`config.mk`:
```
export PLATFORM = sky130hd
export DESIGN_NAME = dll_rx_top
export DESIGN_NICKNAME = d
export VERILOG_FILES = /design/src/hw/dll_rx_pkg.sv /design/src/hw/dll_rx_top.sv /design/src/hw/tlp_seq_checker.sv /design/src/hw/fc_credit_tracker.sv /design/src/hw/dllp_decoder.sv /design/src/hw/dllp_crc16.sv
export VERILOG_INCLUDE_DIRS = /design/src /design/src/hw
export SDC_FILE = /design/constraint.sdc
export NUM_CORES = 1
export LEC_CHECK = 0
export ABC_AREA = 0
export BUFFER_PORTS_ARGS = -buffer_cell sky130_fd_sc_hd__buf_2
export CORE_AREA = 5 5 218 220
export DETAILED_ROUTE_END_ITERATION = 10
export DIE_AREA = 0 0 223 225
export SYNTH_ARGS = -nofsm -noshare
export SYNTH_HDL_FRONTEND = slang
export SYNTH_SLANG_ARGS = --single-unit
```
`constraint.sdc`:
```
create_clock -name sclk -period 48.9 [get_ports sclk]
set_input_delay 14.67 -clock sclk [delete_from_list [all_inputs] [get_ports sclk]]
set_output_delay 14.67 -clock sclk [all_outputs]
set_load 0.005 [all_outputs]
```
`src/hw/dll_rx_macros.svh`:
```
`ifndef DLL_RX_MACROS_SVH
`define DLL_RX_MACROS_SVH

// ----------------------------------------
// widths
// ----------------------------------------
`define DLL_PIPE_W             256
`define DLL_CREDIT_W           12
`define DLL_SEQ_W              12
`define DLL_HDR_W              128

// ----------------------------------------
// framing and dllp crc
// ----------------------------------------
`define DLL_DLLP_TOKEN         16'hACF0
`define DLL_CRC_POLY           16'h100B
`define DLL_CRC_SEED           16'hFFFF

// ----------------------------------------
// dllp type codes, bits 23:16
// ----------------------------------------
`define DLL_TYPE_ACK           8'h00
`define DLL_TYPE_NAK           8'h10
`define DLL_TYPE_INITFC1_P     8'h40
`define DLL_TYPE_INITFC1_NP    8'h50
`define DLL_TYPE_INITFC1_CPL   8'h60
`define DLL_TYPE_UPDATEFC_P    8'h80
`define DLL_TYPE_UPDATEFC_NP   8'h90
`define DLL_TYPE_UPDATEFC_CPL  8'hA0
`define DLL_TYPE_INITFC2_P     8'hC0
`define DLL_TYPE_INITFC2_NP    8'hD0
`define DLL_TYPE_INITFC2_CPL   8'hE0

`endif
```
`src/hw/dll_rx_pkg.sv`:
```
`include "dll_rx_macros.svh"

package dll_rx_pkg;

    // ----------------------------------------
    // pipe side
    // ----------------------------------------
    typedef struct packed {
        logic                    valid;
        logic [`DLL_PIPE_W-1:0]  data;
    } pipe_beat_t;

    // ----------------------------------------
    // flow control
    // ----------------------------------------
    typedef struct packed {
        logic [`DLL_CREDIT_W-1:0] hdr;
        logic [`DLL_CREDIT_W-1:0] data;
    } fc_class_t;

    typedef struct packed {
        logic init1;
        logic init2;
        logic update;
    } fc_kind_t;                                // one-hot, all zero means no event

    typedef struct packed {
        logic p;
        logic np;
        logic cpl;
    } fc_sel_t;                                 // one-hot traffic class

    typedef struct packed {
        fc_kind_t  kind;
        fc_sel_t   cls;
        fc_class_t value;
    } fc_update_t;

    typedef struct packed {
        fc_class_t limit_p;
        fc_class_t limit_np;                    // data half stays zero
        fc_class_t limit_cpl;
        fc_class_t consumed_p;
        fc_class_t consumed_np;                 // data half stays zero
        fc_class_t consumed_cpl;
    } fc_state_t;

    // ----------------------------------------
    // retry and transaction layer side
    // ----------------------------------------
    typedef struct packed {
        logic                   ack;
        logic                   nak;
        logic [`DLL_SEQ_W-1:0]  seq;
    } acknak_t;

    typedef struct packed {
        logic                   valid;
        logic [`DLL_HDR_W-1:0]  hdr;
    } tl_hdr_t;

endpackage

```
`src/hw/dll_rx_top.sv`:
```
`include "dll_rx_macros.svh"

module dll_rx_top (
    input  logic                   sclk,
    input  logic                   srst_n,
    // ----------------------------------------
    // pipe receive side
    // ----------------------------------------
    input  dll_rx_pkg::pipe_beat_t pipe_i,
    // ----------------------------------------
    // dllp results
    // ----------------------------------------
    output dll_rx_pkg::acknak_t    acknak_o,
    output dll_rx_pkg::fc_state_t  fc_state_o,
    output logic                   init1_done_o,
    output logic                   init2_done_o,
    // ----------------------------------------
    // tlp results
    // ----------------------------------------
    output dll_rx_pkg::tl_hdr_t    tl_hdr_o,
    output logic [`DLL_SEQ_W-1:0]  next_rcv_seq_o,
    output logic                   nak_scheduled_o
);

    import dll_rx_pkg::*;

    fc_update_t fc_update;                      // one-cycle event, decoder to tracker

    // both paths see every beat and pick their own by framing
    dllp_decoder i_dllp_decoder (
        .sclk        (sclk),
        .srst_n      (srst_n),
        .pipe_i      (pipe_i),
        .fc_update_o (fc_update),
        .acknak_o    (acknak_o)
    );

    fc_credit_tracker i_fc_credit_tracker (
        .sclk         (sclk),
        .srst_n       (srst_n),
        .fc_update_i  (fc_update),
        .fc_state_o   (fc_state_o),
        .init1_done_o (init1_done_o),
        .init2_done_o (init2_done_o)
    );

    tlp_seq_checker i_tlp_seq_checker (
        .sclk            (sclk),
        .srst_n          (srst_n),
        .pipe_i          (pipe_i),
        .tl_hdr_o        (tl_hdr_o),
        .next_rcv_seq_o  (next_rcv_seq_o),
        .nak_scheduled_o (nak_scheduled_o)
    );

endmodule

```
`src/hw/tlp_seq_checker.sv`:
```
`include "dll_rx_macros.svh"

module tlp_seq_checker (
    input  logic                   sclk,
    input  logic                   srst_n,
    input  dll_rx_pkg::pipe_beat_t pipe_i,
    output dll_rx_pkg::tl_hdr_t    tl_hdr_o,
    output logic [`DLL_SEQ_W-1:0]  next_rcv_seq_o,
    output logic                   nak_scheduled_o
);

    import dll_rx_pkg::*;

    typedef enum logic [1:0] {
        S_IDLE,
        S_SEQ_CHECK,
        S_DELIVER
    } state_t;

    state_t                 state_q, state_n;
    logic [159:16]          tlp_q;              // seq field and header of the held tlp
    logic [`DLL_SEQ_W-1:0]  next_rcv_seq_q, next_rcv_seq_n;
    logic [`DLL_SEQ_W-1:0]  tlp_seq;
    logic                   nak_q, nak_n;
    logic                   hdr_valid_q;
    logic [`DLL_HDR_W-1:0]  hdr_q;
    logic                   capture;

    // header-only tlps carry all ones in bits 3:0
    assign capture = (state_q == S_IDLE) && pipe_i.valid &&
                     (pipe_i.data[15:0] != `DLL_DLLP_TOKEN) &&
                     (pipe_i.data[3:0] == 4'b1111);

    assign tlp_seq = {tlp_q[19:16], tlp_q[31:24]};

    // ----------------------------------------
    // fsm and sequence check
    // ----------------------------------------
    always_comb begin
        state_n        = state_q;
        next_rcv_seq_n = next_rcv_seq_q;
        nak_n          = nak_q;
        case (state_q)
            S_IDLE: begin
                if (capture) begin
                    state_n = S_SEQ_CHECK;
                end
            end
            S_SEQ_CHECK: begin
                if (tlp_seq == next_rcv_seq_q) begin
                    next_rcv_seq_n = next_rcv_seq_q + 1'b1;
                    nak_n          = 1'b0;
                    state_n        = S_DELIVER;
                end
                else begin
                    nak_n   = 1'b1;                 // out of order, header dropped
                    state_n = S_IDLE;
                end
            end
            S_DELIVER: state_n = S_IDLE;
            default:   state_n = S_IDLE;
        endcase
    end

    always_ff @(posedge sclk) begin
        if (!srst_n) begin
            state_q        <= S_IDLE;
            next_rcv_seq_q <= '0;
            nak_q          <= 1'b0;
            hdr_valid_q    <= 1'b0;
        end
        else begin
            state_q        <= state_n;
            next_rcv_seq_q <= next_rcv_seq_n;
            nak_q          <= nak_n;
            hdr_valid_q    <= (state_q == S_DELIVER);   // one-cycle strobe
        end
    end

    always_ff @(posedge sclk) begin
        if (capture) begin
            tlp_q <= pipe_i.data[159:16];
        end
        if (state_q == S_DELIVER) begin
            hdr_q <= tlp_q[159:32];
        end
    end

    assign tl_hdr_o        = '{valid: hdr_valid_q, hdr: hdr_q};
    assign next_rcv_seq_o  = next_rcv_seq_q;
    assign nak_scheduled_o = nak_q;

endmodule

```
`src/hw/fc_credit_tracker.sv`:
```
module fc_credit_tracker (
    input  logic                   sclk,
    input  logic                   srst_n,
    input  dll_rx_pkg::fc_update_t fc_update_i,
    output dll_rx_pkg::fc_state_t  fc_state_o,
    output logic                   init1_done_o,
    output logic                   init2_done_o
);

    import dll_rx_pkg::*;

    fc_state_t  state_q;
    logic [2:0] init1_q;                        // p, np, cpl order as in fc_sel_t
    logic [2:0] init2_q;
    fc_class_t  upd_val;

    assign upd_val = fc_update_i.value;

    always_ff @(posedge sclk) begin
        if (!srst_n) begin
            state_q <= '0;
            init1_q <= '0;
            init2_q <= '0;
        end
        else begin
            // ----------------------------------------
            // initfc1 loads limits
            // ----------------------------------------
            if (fc_update_i.kind.init1) begin
                init1_q <= init1_q | fc_update_i.cls;
                if (fc_update_i.cls.p) begin
                    state_q.limit_p <= upd_val;
                end
                if (fc_update_i.cls.np) begin
                    state_q.limit_np.hdr <= upd_val.hdr;    // np has header credit only
                end
                if (fc_update_i.cls.cpl) begin
                    state_q.limit_cpl <= upd_val;
                end
            end
            // ----------------------------------------
            // updatefc loads consumed credits
            // ----------------------------------------
            if (fc_update_i.kind.update) begin
                if (fc_update_i.cls.p) begin
                    state_q.consumed_p <= upd_val;
                end
                if (fc_update_i.cls.np) begin
                    state_q.consumed_np.hdr <= upd_val.hdr;
                end
                if (fc_update_i.cls.cpl) begin
                    state_q.consumed_cpl <= upd_val;
                end
            end
            if (fc_update_i.kind.init2) begin
                init2_q <= init2_q | fc_update_i.cls;
            end
        end
    end

    assign fc_state_o   = state_q;
    assign init1_done_o = &init1_q;             // all three classes seen
    assign init2_done_o = &init2_q;

endmodule

```
`src/hw/dllp_decoder.sv`:
```
`include "dll_rx_macros.svh"

module dllp_decoder (
    input  logic                   sclk,
    input  logic                   srst_n,
    input  dll_rx_pkg::pipe_beat_t pipe_i,
    output dll_rx_pkg::fc_update_t fc_update_o,
    output dll_rx_pkg::acknak_t    acknak_o
);

    import dll_rx_pkg::*;

    typedef enum logic [1:0] {
        S_IDLE,
        S_CRC_CHECK,
        S_DECODE
    } state_t;

    state_t       state_q, state_n;
    logic [63:16] dllp_q;                       // type, fields and crc of the held dllp
    logic [15:0]  crc_calc;
    logic         capture;
    fc_class_t    fields;
    fc_update_t   fc_update_q, fc_update_n;
    acknak_t      acknak_q, acknak_n;

    dllp_crc16 i_dllp_crc16 (
        .body_i (dllp_q[47:16]),
        .crc_o  (crc_calc)
    );

    assign capture = (state_q == S_IDLE) && pipe_i.valid &&
                     (pipe_i.data[15:0] == `DLL_DLLP_TOKEN);

    assign fields.hdr  = {4'd0, dllp_q[29:24], dllp_q[39:38]};
    assign fields.data = {dllp_q[35:32], dllp_q[47:40]};    // also the ack/nak seq

    // ----------------------------------------
    // fsm and decode
    // ----------------------------------------
    always_comb begin
        state_n     = state_q;
        fc_update_n = '0;
        acknak_n    = '{ack: 1'b0, nak: 1'b0, seq: acknak_q.seq};
        case (state_q)
            S_IDLE: begin
                if (capture) begin
                    state_n = S_CRC_CHECK;
                end
            end
            S_CRC_CHECK: begin
                if (crc_calc == dllp_q[63:48]) begin
                    state_n = S_DECODE;
                end
                else begin
                    state_n = S_IDLE;               // bad crc, drop silently
                end
            end
            S_DECODE: begin
                state_n           = S_IDLE;
                fc_update_n.value = fields;
                case (dllp_q[23:16])
                    `DLL_TYPE_INITFC1_P, `DLL_TYPE_INITFC1_NP, `DLL_TYPE_INITFC1_CPL:
                        fc_update_n.kind.init1 = 1'b1;
                    `DLL_TYPE_INITFC2_P, `DLL_TYPE_INITFC2_NP, `DLL_TYPE_INITFC2_CPL:
                        fc_update_n.kind.init2 = 1'b1;
                    `DLL_TYPE_UPDATEFC_P, `DLL_TYPE_UPDATEFC_NP, `DLL_TYPE_UPDATEFC_CPL:
                        fc_update_n.kind.update = 1'b1;
                    `DLL_TYPE_ACK: begin
                        acknak_n.ack = 1'b1;
                        acknak_n.seq = fields.data;
                    end
                    `DLL_TYPE_NAK: begin
                        acknak_n.nak = 1'b1;
                        acknak_n.seq = fields.data;
                    end
                    default: ;                      // unknown type, no event
                endcase
                case (dllp_q[23:16])
                    `DLL_TYPE_INITFC1_P, `DLL_TYPE_INITFC2_P, `DLL_TYPE_UPDATEFC_P:
                        fc_update_n.cls.p = 1'b1;
                    `DLL_TYPE_INITFC1_NP, `DLL_TYPE_INITFC2_NP, `DLL_TYPE_UPDATEFC_NP:
                        fc_update_n.cls.np = 1'b1;
                    `DLL_TYPE_INITFC1_CPL, `DLL_TYPE_INITFC2_CPL, `DLL_TYPE_UPDATEFC_CPL:
                        fc_update_n.cls.cpl = 1'b1;
                    default: ;
                endcase
            end
            default: state_n = S_IDLE;
        endcase
    end

    always_ff @(posedge sclk) begin
        if (!srst_n) begin
            state_q     <= S_IDLE;
            fc_update_q <= '0;
            acknak_q    <= '0;
        end
        else begin
            state_q     <= state_n;
            fc_update_q <= fc_update_n;
            acknak_q    <= acknak_n;
        end
    end

    always_ff @(posedge sclk) begin
        if (capture) begin
            dllp_q <= pipe_i.data[63:16];
        end
    end

    assign fc_update_o = fc_update_q;
    assign acknak_o    = acknak_q;

endmodule

```
`src/hw/dllp_crc16.sv`:
```
`include "dll_rx_macros.svh"

module dllp_crc16 (
    input  logic [31:0] body_i,
    output logic [15:0] crc_o
);

    logic [15:0] crc;

    // msb first, one shift-and-xor per body bit
    always_comb begin
        crc = `DLL_CRC_SEED;
        for (int i = 31; i >= 0; i--) begin
            if ((crc[15] ^ body_i[i]) == 1'b1) begin
                crc = {crc[14:0], 1'b0} ^ `DLL_CRC_POLY;
            end
            else begin
                crc = {crc[14:0], 1'b0};
            end
        end
        crc_o = ~crc;                           // sent inverted on the link
    end

endmodule

```
After elaboration in Yosys (flattened, before gate mapping)
Index checks and enable logic that the tools add are counted.
{ "word_totals": {"romBits": 0, "output_inout_bits": 302, "mem_bits_rw": 0, "ff_bits": 508, "wordCells": 192, "inputBits": 259, "latchBits": 0, "mem_count": 0} }
{ "op_classes": {"n_div": 0, "n_shift": 0, "bitwise_logic": 65, "magnitude_cmp": 0, "mul": 0, "addsub": 1, "reduce_logical": 26, "eq_ne": 21, "muxes": 47} }
{ "ops": {"columns": ["cell", "n"], "rows": [
  ["$mux 13", 32],
  ["$not 4->4", 31],
  ["$eq 8x8->1 const B", 6],
  ["$xor 1x1->1", 28],
  ["$eq 8x7->1 const B", 3],
  ["$reduce_and 2->1", 9],
  ["$reduce_or 3->1", 6],
  ["$eq 16x16->1", 1],
  ["$eq 16x16->1 const B", 1],
  ["$ne 16x16->1 const B", 1],
  ["$not 16->16", 1],
  ["$add 12x1->12 const B", 1],
  ["$eq 12x12->1", 1],
  ["$mux 1", 9],
  ["$eq 8x5->1 const B", 1],
  ["$logic_not 8->1", 1],
  ["$mux 2", 4],
  ["$pmux 2 s2", 2],
  ["$or 3x3->3", 2],
  ["$reduce_and 3->1", 2],
  ["$logic_and 1x1->1", 5],
  ["$eq 2x1->1 const B", 2],
  ["$eq 2x2->1 const B", 2],
  ["$eq 4x4->1 const B", 1],
  ["other kinds (4)", 8]
]} }

Depth between registers and ports, before layout
Gate-level depths: netlist of the first run.
{ "logic_depth": {"depth_word": 67, "mapped_depth": 10, "depth_no_buf": 9} }

Cells and area by module
Synthesis of the first run repeated with hierarchy kept, for this count alone.
{ "unflattened": {"hier_cells": 1124, "area_unflattened_um2": 17968.5} }
{ "by_module_without_submodules": {"columns": ["module", "area_per_inst_um2", "seq_area_each_um2", "cells_each", "n_inst"], "rows": [
  ["tlp_seq_checker", 8894.8, 8368.0, 365, 1],
  ["fc_credit_tracker", 4802.1, 2522.4, 463, 1],
  ["dllp_decoder", 3031.7, 2282.2, 192, 1],
  ["dllp_crc16", 1239.9, 0.0, 104, 1]
]} }

Worst setup path before layout of the first run
OpenSTA, ideal clock, no wires.
{ "synth_timing": {"path_kind": "input port to flip-flop", "from": "in pipe_i[2] (netlist bit)", "to": "reg i_tlp_seq_checker.state_q[0]", "path_stages": 3, "setup_time_ps": 140, "slack_ps": 18762, "t_arrival_ps": 29998, "path_buffers": 0, "required_time_ps": 48760, "cell_sequence": "nand4_1 -> nor4b_1 -> and2_1"} }
{ "synth_via": {"elab_chain_cells": 4, "word_cells_on_any_way": 5, "cone_classes": "eq/ne (3); reduce/logical (2)"} }
{ "synth_rtl": {"columns": ["item", "line_no", "source"], "rows": [
  ["from (decl)", "dll_rx_top.sv:9", "input dll_rx_pkg::pipe_beat_t pipe_i,"],
  ["$ne 16x16->1 (no line)", null, null],
  ["$logic_and 1x1->1", "tlp_seq_checker.sv:30", "assign capture = (state_q == S_IDLE) && pipe_i.valid &&"],
  ["$logic_and 1x1->1 *", "tlp_seq_checker.sv:30", null],
  ["named net i_tlp_seq_checker.capture", "tlp_seq_checker.sv:27", "logic capture;"],
  ["$ne 2x1->1 (no line) *", null, null],
  ["to (signal assigned)", "tlp_seq_checker.sv:73", "state_q <= state_n;"],
  ["to (decl)", "tlp_seq_checker.sv:20", "state_t state_q, state_n;"]
]} }
The timed path passes the listed nets; every way through them passes the cells marked *.
A chain may end at the register's enable or synchronous reset.

Worst setup path in the final report of the first run
{ "layout_timing": {"from": "in pipe_i[2] (netlist bit)", "to": "reg i_tlp_seq_checker.tlp_q[70] (netlist bit) (enable)"} }
{ "layout_via": {"elab_chain_cells": 3, "word_cells_on_any_way": 4, "cone_classes": "eq/ne (2); reduce/logical (2)"} }
{ "layout_rtl": {"columns": ["item", "line_no", "source"], "rows": [
  ["$ne 16x16->1 (no line)", null, null],
  ["$logic_and 1x1->1", "tlp_seq_checker.sv:30", null],
  ["$logic_and 1x1->1 *", "tlp_seq_checker.sv:30", null],
  ["named net i_tlp_seq_checker.capture", "tlp_seq_checker.sv:27", null],
  ["to (signal assigned)", "tlp_seq_checker.sv:82", "tlp_q <= pipe_i.data[159:16];"],
  ["to (decl)", "tlp_seq_checker.sv:21", "logic [159:16] tlp_q;"]
]} }
Marked as above.

==> metrics, run 1 <==
CORE AREA around 45000 um2; Crit path top cell by count buf_4; Synth top area share 56.1%; largest fanout on the critical path 73; synth top area cells edfxtp_1 (56%), dfxtp_1 (19%), nand2_1 (4.4%); Gate Count Post-Synth approximately 1.2k; TritonCTS clock tree done; logic gate share of total power under 10%; via/cell ratio about 4.5; Die Ht 225 um; Buf+Inv Stages, Crit Path 3; cts bufs inserted 50; IO Pins between 500 and 600; Die Area roughly 50000 um2; clock share of power 45.2%; most common cell after layout, fill and taps aside buf_2; Final TNS setup 0 ps; status finished, final reports clean; CP Capture Type flop; worst path cell trace buf_2 > nand4_1 > nor4b_2 > buf_4 > buf_4; most common flop cell mapped by yosys edfxtp_1; Post-CTS Hold Fix Bufs 0; P_sw 0.159 mW; chip width 223 um; Rel. slew slack 25.9%; DP Cell Count 2136; Setup Skew 16.6 ps; Residual DRC 0; WP data required 49090 ps; Yosys cell types 51; max_cap viols 0; Post-DP Area 19500 um2; Tightest Pin Transition 1110 ps; Routed WL 41900 um; aggregate global-route resource usage 16.0%; fmax between 60 and 70 MHz; sequential power share 53.4%; Max H-tree Level 2; DR WL/cell 18.8 um; Final period util approximately a third; Worst path max stage delay 840 ps; initial antenna violation count 8; fin area 21100 um2; largest net degree at the start of global routing 76; number of synthesized flops with an enable pin 316; synth-to-layout area growth 24.6%; PwrDens 38.1 nW/um2; fin cells 2232; commonest cells after routing, fill and taps aside buf_2 (416), edfxtp_1 (316), nand2_1 (197); Max Root-Sink Buffers 3; Final min period between 15000 and 20000 ps; fin util 46.7%; average size of a mapped cell ~15 um2; Crit-path slowest cell buf_4; Initial Utilization between 30 and 40%; Yosys reg bits around 480; Peak VDD IR roughly 0.031 mV; Startpoint Class primary input; Routed Antenna Nets 0; routability congestion estimate just over 0.8; first-pass GRT wire length 62000 um; CTS Sinks between 400 and 500; Worst Setup Path Type primary input to flop; clk_lat worst skew 570 ps; Port Buffer Count 416; # rows 78; share of cells above drive strength 1 a little under a third; # nets final 1848; HPWL after DPL 30000 um; setup ws final 32280 ps; yosys warns 0; delay-heaviest family, CP buffers and inverters; RSZ-0062 raised after global routing false; final slew viol count 0; most area-hungry cell type in the Yosys netlist edfxtp_1; GRT overflow 0; Leak 8.08 nW; final setup fails 0; 1st-pass router iterations 4; Clock transition at path regs 60 ps; Iteration-0 DRC Markers 516; CTS root buf clkbuf_16; Sw Share 19.7%; pre-CTS WS 31590 ps; synthesized area 16900 um2; Int Power 0.644 mW; vias in the first global route 10.2k; Final Hold Fails 0; type of the worst min-delay path flop to flop; Tot Pwr 0.803 mW; Critical Path AT 16820 ps; Synth async-reset ratio 0%; post-CTS sizing 0; worst hold slack 413 ps; postcts setup bufs 0; Vias between 10k and 15k; register area share after synthesis 75.0%
-- registers in the layout, summed over array words and instances, names as in the netlist --
name,flops
i_fc_credit_tracker.init2_q,3
i_tlp_seq_checker.next_rcv_seq_o,12
i_fc_credit_tracker.init1_q,3
i_tlp_seq_checker.state_q,2
i_dllp_decoder.state_q,2
i_tlp_seq_checker.hdr_valid_q,1
i_dllp_decoder.dllp_q,48
i_tlp_seq_checker.hdr_q,128
i_tlp_seq_checker.tlp_q,140
i_fc_credit_tracker.fc_state_o,96
i_dllp_decoder.acknak_o,14
i_tlp_seq_checker.nak_scheduled_o,1
i_dllp_decoder.fc_update_o,26
-- Yosys cell counts, drive strengths merged, types with 4 or more instances --
| master | n |
|---|---|
| clkbuf | 34 |
| xnor3 | 16 |
| buf | 56 |
| nor4 | 10 |
| xnor2 | 67 |
| inv | 4 |
| mux2i | 17 |
| a21oi | 104 |
| nand3 | 20 |
| and2 | 29 |
| and3 | 6 |
| or3 | 6 |
| nand2 | 197 |
| xor2 | 35 |
| dfxtp | 160 |
| edfxtp | 316 |
| nand4 | 5 |
| nor2 | 40 |
-- layout make-up --
class                   count  area (um2)
well taps                 600         751
fillers                  4067       24000
clock buffers              67        1390
clock inverters            26         201
flip-flops and latches    476       12700
diodes                      3        7.51
inverters                   4        16.3
multi-input cells         633        3870
repair buffers            423        2130
-- layer usage --
metal	up-vias	track usage, %	share of wire [%]
met5	-	0	0.15
met4	10	4.86	2.3
met3	67	5.48	9.1
met2	399	26.4	48
met1	4820	20.2	41
li1	4825	-	-
-- path summary, 6_finish.rpt --
| kind | start | endpoint | slack, ps | cells past startpoint |
|---|---|---|---|---|
| worst max-delay path | pipe_i[2] | i_tlp_seq_checker.tlp_q[70]$_DFFE_PP_ | 32280 | 5 |
| worst min-delay path | i_tlp_seq_checker.tlp_q[124]$_DFFE_PP_ | i_tlp_seq_checker.hdr_q[92]$_DFFE_PP_ | 410 | 0 |
| worst max register to register | i_dllp_decoder.dllp_q[41]$_DFFE_PP_ | i_dllp_decoder.state_q[1]$_SDFFE_PN0P_ | 45070 | 8 |
| worst min register to register | i_tlp_seq_checker.tlp_q[124]$_DFFE_PP_ | i_tlp_seq_checker.hdr_q[92]$_DFFE_PP_ | 410 | 0 |
-- power by group through the flow --
stage	combinational, mW	clock, mW	sequential [mW]
final	0.0113	0.363	0.429
after CTS	0.0115	0.377	0.429
after global routing	0.0127	0.393	0.429
after detailed placement	0.0115	0	0.437
after global placement	0.0112	0	0.437
after floorplan	0.00575	0	0.438
-- kinds of logic (layout without fill, tap and decap cells) --
kind of cell,Yosys count,in the layout,synth area share (%)
AO/OA/AOI/OAI,115,115,3.57
XOR/XNOR,121,121,8.32
adder cells (fa/ha/maj),1,1,0.0740
buffers and inverters,94,520,3.24
flip-flops,476,476,75.0
multiplexers,18,18,1.07
other,1,51,0.0222
AND/OR/NAND/NOR,330,330,8.66
No activity file was read; power rests on OpenSTA's default activity.
==> run 2: changes to the inputs <==
--- a/config.mk
+++ b/config.mk
@@ -8,9 +8,10 @@
 export LEC_CHECK = 0
 export ABC_AREA = 0
 export BUFFER_PORTS_ARGS = -buffer_cell sky130_fd_sc_hd__buf_2
-export CORE_AREA = 5 5 218 220
+export CORE_AREA = 5 5 212 214
 export DETAILED_ROUTE_END_ITERATION = 10
-export DIE_AREA = 0 0 223 225
+export DIE_AREA = 0 0 217 219
+export PLACE_DENSITY = 0.68
 export SYNTH_ARGS = -nofsm -noshare
 export SYNTH_HDL_FRONTEND = slang
 export SYNTH_SLANG_ARGS = --single-unit
==> constraint.sdc (replaced) <==
create_clock -name sclk -period 13.7 [get_ports sclk]
set_input_delay 4.11 -clock sclk [delete_from_list [all_inputs] [get_ports sclk]]
set_output_delay 4.11 -clock sclk [all_outputs]
set_load 0.005 [all_outputs]
==> run 2 against run 1 <==
  * Power grew to 3.6 times the previous value
  * Sequential power increased to 3.6 times the previous value
  * First-iteration DRC count up 41%
  * Critical path depth unchanged
  * Critical endpoint is now i_tlp_seq_checker.tlp_q[105]$_DFFE_PP_
  * Die area shrank 5.3%
==> metrics, run 2 (same netlist as run 1, synthesis figures left out) <==
fmax about 160 MHz; sequential power share 52.9% (-0.5 points); largest fanout on the critical path 76 (+4.1%); CTS Sinks 476 (unchanged); # rows 76 (-2.6%); synth-to-layout area growth 24.5% (about the same); delay-heaviest family, CP buffers and inverters; Crit path top cell by count buf_4; pre-CTS WS 6910 ps (-24680 ps); IO Pins 561 (unchanged); share of cells above drive strength 1 32.1% (+0.35 points); Crit-path slowest cell buf_4; RSZ-0062 raised after global routing false; Iteration-0 DRC Markers 726 (+41%); RR Startpoint i_dllp_decoder.dllp_q[41]$_DFFE_PP_; commonest cells after routing, fill and taps aside buf_2 (416), edfxtp_1 (316), nand2_1 (197); max reg flops 140 (unchanged); chip width 217 um (-2.7%); GRT overflow 0 (unchanged); Hold Path Depth 0 (unchanged); Residual DRC 0 (unchanged); WP depth 5 (unchanged); most used routing layer in global routing met2; Peak VDD IR 0.117 mV (+280%); Biggest register i_tlp_seq_checker.tlp_q; Die Ht 219 um (-2.7%); met1 usage 20.0% (-0.12 points); Critical Path AT 6300 ps (-10520 ps); Crit. Startpoint pipe_i[3]; R2R depth 8 (unchanged); status finished, final reports clean; most common cell after layout, fill and taps aside buf_2; Setup Skew 9.73 ps (-6.84 ps); Final min period 6090 ps; final setup fails 0 (unchanged); final slew viol count 0 (unchanged); post-CTS sizing 0 (unchanged); CP Capture Type flop; aggregate global-route resource usage 16.7% (+0.70 points); worst path cell trace buf_2 > nand4_1 > nor4b_4 > buf_4 > buf_4; largest net degree at the start of global routing 105 (+38%); Int Power 2.31 mW (+260%); Buf+Inv Stages, Crit Path 3 (unchanged); clk_lat worst skew 590 ps (+20 ps); # nets final 1849 (+0.054%); hold path start i_tlp_seq_checker.tlp_q[137]$_DFFE_PP_; 1st-pass router iterations 5 (+1); routability congestion estimate 0.834 (+3.7%); DR WL/cell 19.0 um (+1.1%); Max Root-Sink Buffers 3 (unchanged); Port Buffer Count 416 (unchanged); met2 Use GR 28.5% (+2.1 points); Worst path max stage delay 820 ps (-20 ps); logic gate share of total power 1.4% (about the same); CORE AREA 42700 um2 (-5.3%); first-pass GRT wire length 60800 um (-1.8%); PwrDens 137 nW/um2 (+260%); Worst Setup Path Type primary input to flop; postcts setup bufs 0 (unchanged); Vias 10.1k (+0.020%); setup ws final 7610 ps (-24670 ps); Routed Antenna Nets 0 (unchanged); Leak 8.10 nW (+0.27%); HPWL after DPL 29500 um (-1.7%); Max H-tree Level 2 (unchanged); Post-CTS Hold Fix Bufs 0 (unchanged); Initial Utilization 39.6% (+2.1 points); type of the worst min-delay path flop to flop; clock share of power 45.7% (+0.5 points); Clock transition at path regs 60 ps (about the same); Final Hold Fails 0 (unchanged); Startpoint Class primary input; Final TNS setup 0 ps (unchanged); Sw Share 20.3% (+0.52 points); Rel. slew slack 26.3% (+0.38 points); initial antenna violation count 5 (-3); cts bufs inserted 50 (unchanged); WP data required 13910 ps (-35180 ps); Final period util 44.4%; GR Layer Usage met3 5.53% (+0.048 points); via/cell ratio 4.65 (+2.6%); Routed WL 41300 um (-1.5%); CTS root buf clkbuf_16; TritonCTS clock tree done; Tot Pwr 2.89 mW (+260%); P_sw 0.587 mW (+270%); Tightest Pin Transition 1110 ps (-1.65 ps); max_cap viols 0 (unchanged); vias in the first global route 10.1k (-0.75%); Die Area 47500 um2 (-5.3%)
## run 2: worst paths after layout
path                                       endpoint  slack [ps]
max          i_tlp_seq_checker.tlp_q[105]$_DFFE_PP_        7610
min          i_tlp_seq_checker.hdr_q[105]$_DFFE_PP_         410
max reg2reg  i_dllp_decoder.state_q[1]$_SDFFE_PN0P_        9850
min reg2reg  i_tlp_seq_checker.hdr_q[105]$_DFFE_PP_         410
## run 2: stage by stage
stage          instances  area, um2  hold WS (ps)  util (%)
2_1_floorplan       1203      17100           400         -
3_3_place_gp        2083      19400           400      45.5
3_5_place_dp        2083      19400           405      45.5
4_1_cts             2173      21100           409      49.3
5_1_grt             2175      21100           422      49.3
6_report            2175      21100           409      49.3
## run 2: final cells by class
| type | instances | area [um2] |
|---|---|---|
| clock inverter | 27 | 250 |
| timing repair buffer | 424 | 2140 |
| clock buffer | 63 | 1380 |
| multi-input combinational | 633 | 3880 |
| fill | 3666 | 21600 |
| sequential | 476 | 12700 |
| inverter | 4 | 16.3 |
| antenna | 2 | 5.00 |
| tap | 546 | 683 |
## run 2: per-layer routing
| metal | routed length, um | vias up |
|---|---|---|
| met4 | 1040 | 6 |
| met1 | 15900 | 4781 |
| li1 | - | 4818 |
| met5 | 33 | - |
| met2 | 20400 | 442 |
| met3 | 3920 | 76 |
## run 2: power groups by stage
stage                     logic [mW]  clock network, mW  registers [mW]
after global routing          0.0448               1.43            1.53
after CTS                     0.0405               1.37            1.53
final                         0.0402               1.32            1.53
after global placement        0.0395                  0            1.56
after detailed placement      0.0405                  0            1.56
after floorplan               0.0206                  0            1.56
==> run 3: changes to the inputs <==
--- a/config.mk
+++ b/config.mk
@@ -6,12 +6,11 @@
 export SDC_FILE = /design/constraint.sdc
 export NUM_CORES = 1
 export LEC_CHECK = 0
-export ABC_AREA = 0
+export ABC_AREA = 1
 export BUFFER_PORTS_ARGS = -buffer_cell sky130_fd_sc_hd__buf_2
-export CORE_AREA = 5 5 212 214
+export CORE_AREA = 5 5 218 220
 export DETAILED_ROUTE_END_ITERATION = 10
-export DIE_AREA = 0 0 217 219
-export PLACE_DENSITY = 0.68
+export DIE_AREA = 0 0 223 225
 export SYNTH_ARGS = -nofsm -noshare
 export SYNTH_HDL_FRONTEND = slang
 export SYNTH_SLANG_ARGS = --single-unit
==> constraint.sdc (replaced) <==
create_clock -name sclk -period 6.28 [get_ports sclk]
set_input_delay 1.884 -clock sclk [delete_from_list [all_inputs] [get_ports sclk]]
set_output_delay 1.884 -clock sclk [all_outputs]
set_load 0.005 [all_outputs]
==> run 3 against run 2 <==
  * Combinational power increased to 2.6 times the previous value
  * Synthesized cell count grew 38%
  * Power rose by 110%
  * Area after synthesis increased by 6.0%
  * Cell count increased by 23%
  * Critical path depth up 1
  * Register-to-register slack lost 6500 ps
  * Hold slack better by 6.3 ps
  * Sequential power increased by 120%
  * Cell area up 4.8%
  * Largest cell class unchanged
==> metrics, run 3 <==
status finished, final reports clean; WP data required 6530 ps (-7380 ps); Worst Setup Path Type primary input to flop; Final Hold Fails 0 (unchanged); share of cells above drive strength 1 27.7% (-4.4 points); Yosys cell types 40 (-22%); delay-heaviest family, CP simple AND/OR/NAND/NOR gates; synthesized area 17900 um2 (+6.0%); commonest cells after routing, fill and taps aside buf_2 (416), edfxtp_1 (316), nand2_1 (283); max_cap viols 0 (unchanged); TritonCTS clock tree done; # nets final 2296 (+24%); # rows 78 (+2.6%); Worst path max stage delay 600 ps (-220 ps); Biggest register i_tlp_seq_checker.tlp_q; CTS Sinks 476 (unchanged); Final min period ~3500 ps; Rel. slew slack 35.2% (+8.9 points); CP Capture Type flop; RSZ-0062 raised after global routing false; CTS root buf clkbuf_16; Buf+Inv Stages, Crit Path 2 (-1); Clock transition at path regs 60 ps (about the same); Die Area 50200 um2 (+5.6%); initial antenna violation count 11 (+6); register area share after synthesis 70.8% (-4.3 points); via/cell ratio 4.60 (-1.2%); Setup Skew 34.1 ps (+24.4 ps); Crit. Startpoint pipe_i[1]; Final period util 55.7%; yosys warns 0 (unchanged); vias in the first global route 12.1k (+20%); Peak VDD IR 0.226 mV (+93%); Vias 12.3k (+21%); Final TNS setup 0 ps (unchanged); IO Pins 561 (unchanged); final slew viol count 0 (unchanged); Die Ht 225 um (+2.7%); largest net degree at the start of global routing 129 (+23%); largest fanout on the critical path 27 (-64%); worst path cell trace buf_2 > or2_2 > nor4_1 > nand3_1 > nor2_4 > buf_4; Synth top area share 52.9% (-3.2 points); synth-to-layout area growth 23.1%; Post-CTS Hold Fix Bufs 0 (unchanged); postcts setup bufs 0 (unchanged); Max H-tree Level 2 (unchanged); clk_lat worst skew 590 ps (about the same); Leak 9.36 nW (+16%); Synth top cells by count edfxtp_1 (316), nand2_1 (283), nor2_1 (273); first-pass GRT wire length 69500 um (+14%); Crit-path slowest cell nor2_4; RR Startpoint i_dllp_decoder.dllp_q[46]$_DFFE_PP_; top-count cell post-synth edfxtp_1; Routed WL 46100 um (+12%); PwrDens 278 nW/um2 (+100%); Startpoint Class primary input; hold path start i_tlp_seq_checker.tlp_q[35]$_DFFE_PP_; average size of a mapped cell 11.2 um2 (-23%); number of synthesized flops with an enable pin 316 (unchanged); Tightest Pin Transition 969 ps (-136 ps); most area-hungry cell type in the Yosys netlist edfxtp_1; type of the worst min-delay path flop to flop; fillers 4190 (+14%); 1st-pass router iterations 5 (unchanged); Max Root-Sink Buffers 3 (unchanged); Initial Utilization 39.8% (+0.15 points); synth top area cells edfxtp_1 (53%), dfxtp_1 (18%), nand2_1 (5.9%); Yosys reg bits 476 (unchanged); routability congestion estimate 0.884 (+5.9%); worst hold slack 415 ps (+6.25 ps); CORE AREA 45100 um2 (+5.6%); fmax 286 MHz; Iteration-0 DRC Markers 738 (+1.7%); cts bufs inserted 49 (-2.0%); max reg flops 140 (unchanged); Residual DRC 0 (unchanged); Port Buffer Count 416 (unchanged); most common flop cell mapped by yosys edfxtp_1; most common cell after layout, fill and taps aside buf_2; post-CTS sizing 0 (unchanged); Synth async-reset ratio 0% (unchanged); aggregate global-route resource usage 17.7% (+0.98 points); HPWL after DPL 34800 um (+18%); chip width 223 um (+2.8%); Critical Path AT 3740 ps (-2560 ps); GRT overflow 0 (unchanged); Routed Antenna Nets 0 (unchanged); Gate Count Post-Synth 1595 (+38%); DR WL/cell 17.2 um (-9.1%); final setup fails 0 (unchanged)
## run 3: kinds of logic (layout without fill, tap and decap cells)
group	after synthesis	after routing	share of synthesized area, %
adder cells (fa/ha/maj)	1	1	0.0698
other	1	50	0.0209
XOR/XNOR	24	24	1.21
AND/OR/NAND/NOR	746	746	18.2
AO/OA/AOI/OAI	141	141	4.21
buffers and inverters	206	637	5.51
flip-flops	476	476	70.8
## run 3: layout make-up
type                       count  area, um2  share of cell area, %
antenna                        2       5.00                 0.0227
inverter                     120        458                   2.08
multi-input combinational    960       4460                   20.2
tap                          600        751                   3.40
timing repair buffer         429       2200                   9.99
clock buffer                  67       1330                   6.00
sequential                   476      12700                   57.5
clock inverter                21        176                  0.799
## run 3: report_power, final
| part | switching [mW] | internal, mW |
|---|---|---|
| combinational | 0.0596 | 0.0456 |
| sequential | 0.00241 | 3.34 |
| clock | 1.17 | 1.53 |
## run 3: worst reg2reg max path, cell delays in order, from the launching register on
cell and delay, ps:
edfxtp_1 640, inv_4 130, nand2_2 130, nand2_2 90, nand2_2 80, nand3_2 90
nand2_2 170, nand2_1 100, nand2_1 150, nand2_2 120, nand2_2 130, nand2_2 80
nand2_2 140, nand3_1 110, nand2_1 70, nand2_1 40, nand2_1 70, nand2_1 50
nor2_1 110, nand2_1 70, nor2_1 90, nand3_1 80, nor2_1 90
## run 3: through the flow
step           worst slack [ps]  instances  area (um2)  total power, mW  util [%]
5_1_grt                    2650       2674       22100             6.37      48.9
4_1_cts                    2740       2673       22100             6.23      48.9
3_5_place_dp               2110       2585       20600             3.51      45.6
6_report                   2780       2675       22100             6.14      48.9
2_1_floorplan               173       1642       18100             3.46         -
3_3_place_gp               2120       2585       20600             3.51      45.6
## run 3: path summary, 6_finish.rpt
check / endpoint / slack [ps] / cells after the start
setup / recovery: i_dllp_decoder.dllp_q[57]$_DFFE_PP_ / 2780 / 6
hold / removal: i_tlp_seq_checker.hdr_q[3]$_DFFE_PP_ / 420 / 0
setup reg to reg: i_dllp_decoder.state_q[1]$_SDFFE_PN0P_ / 3380 / 22
hold reg to reg: i_tlp_seq_checker.hdr_q[3]$_DFFE_PP_ / 420 / 0
## run 3: metal layers
layer | routed length [um] | up-vias | global-route usage [%]
met1 | 19200 | 5692 | 22.5
met5 | 86 | - | 0
met4 | 739 | 14 | 3.85
met2 | 21600 | 404 | 29.0
met3 | 4490 | 65 | 7.07
li1 | - | 6121 | -
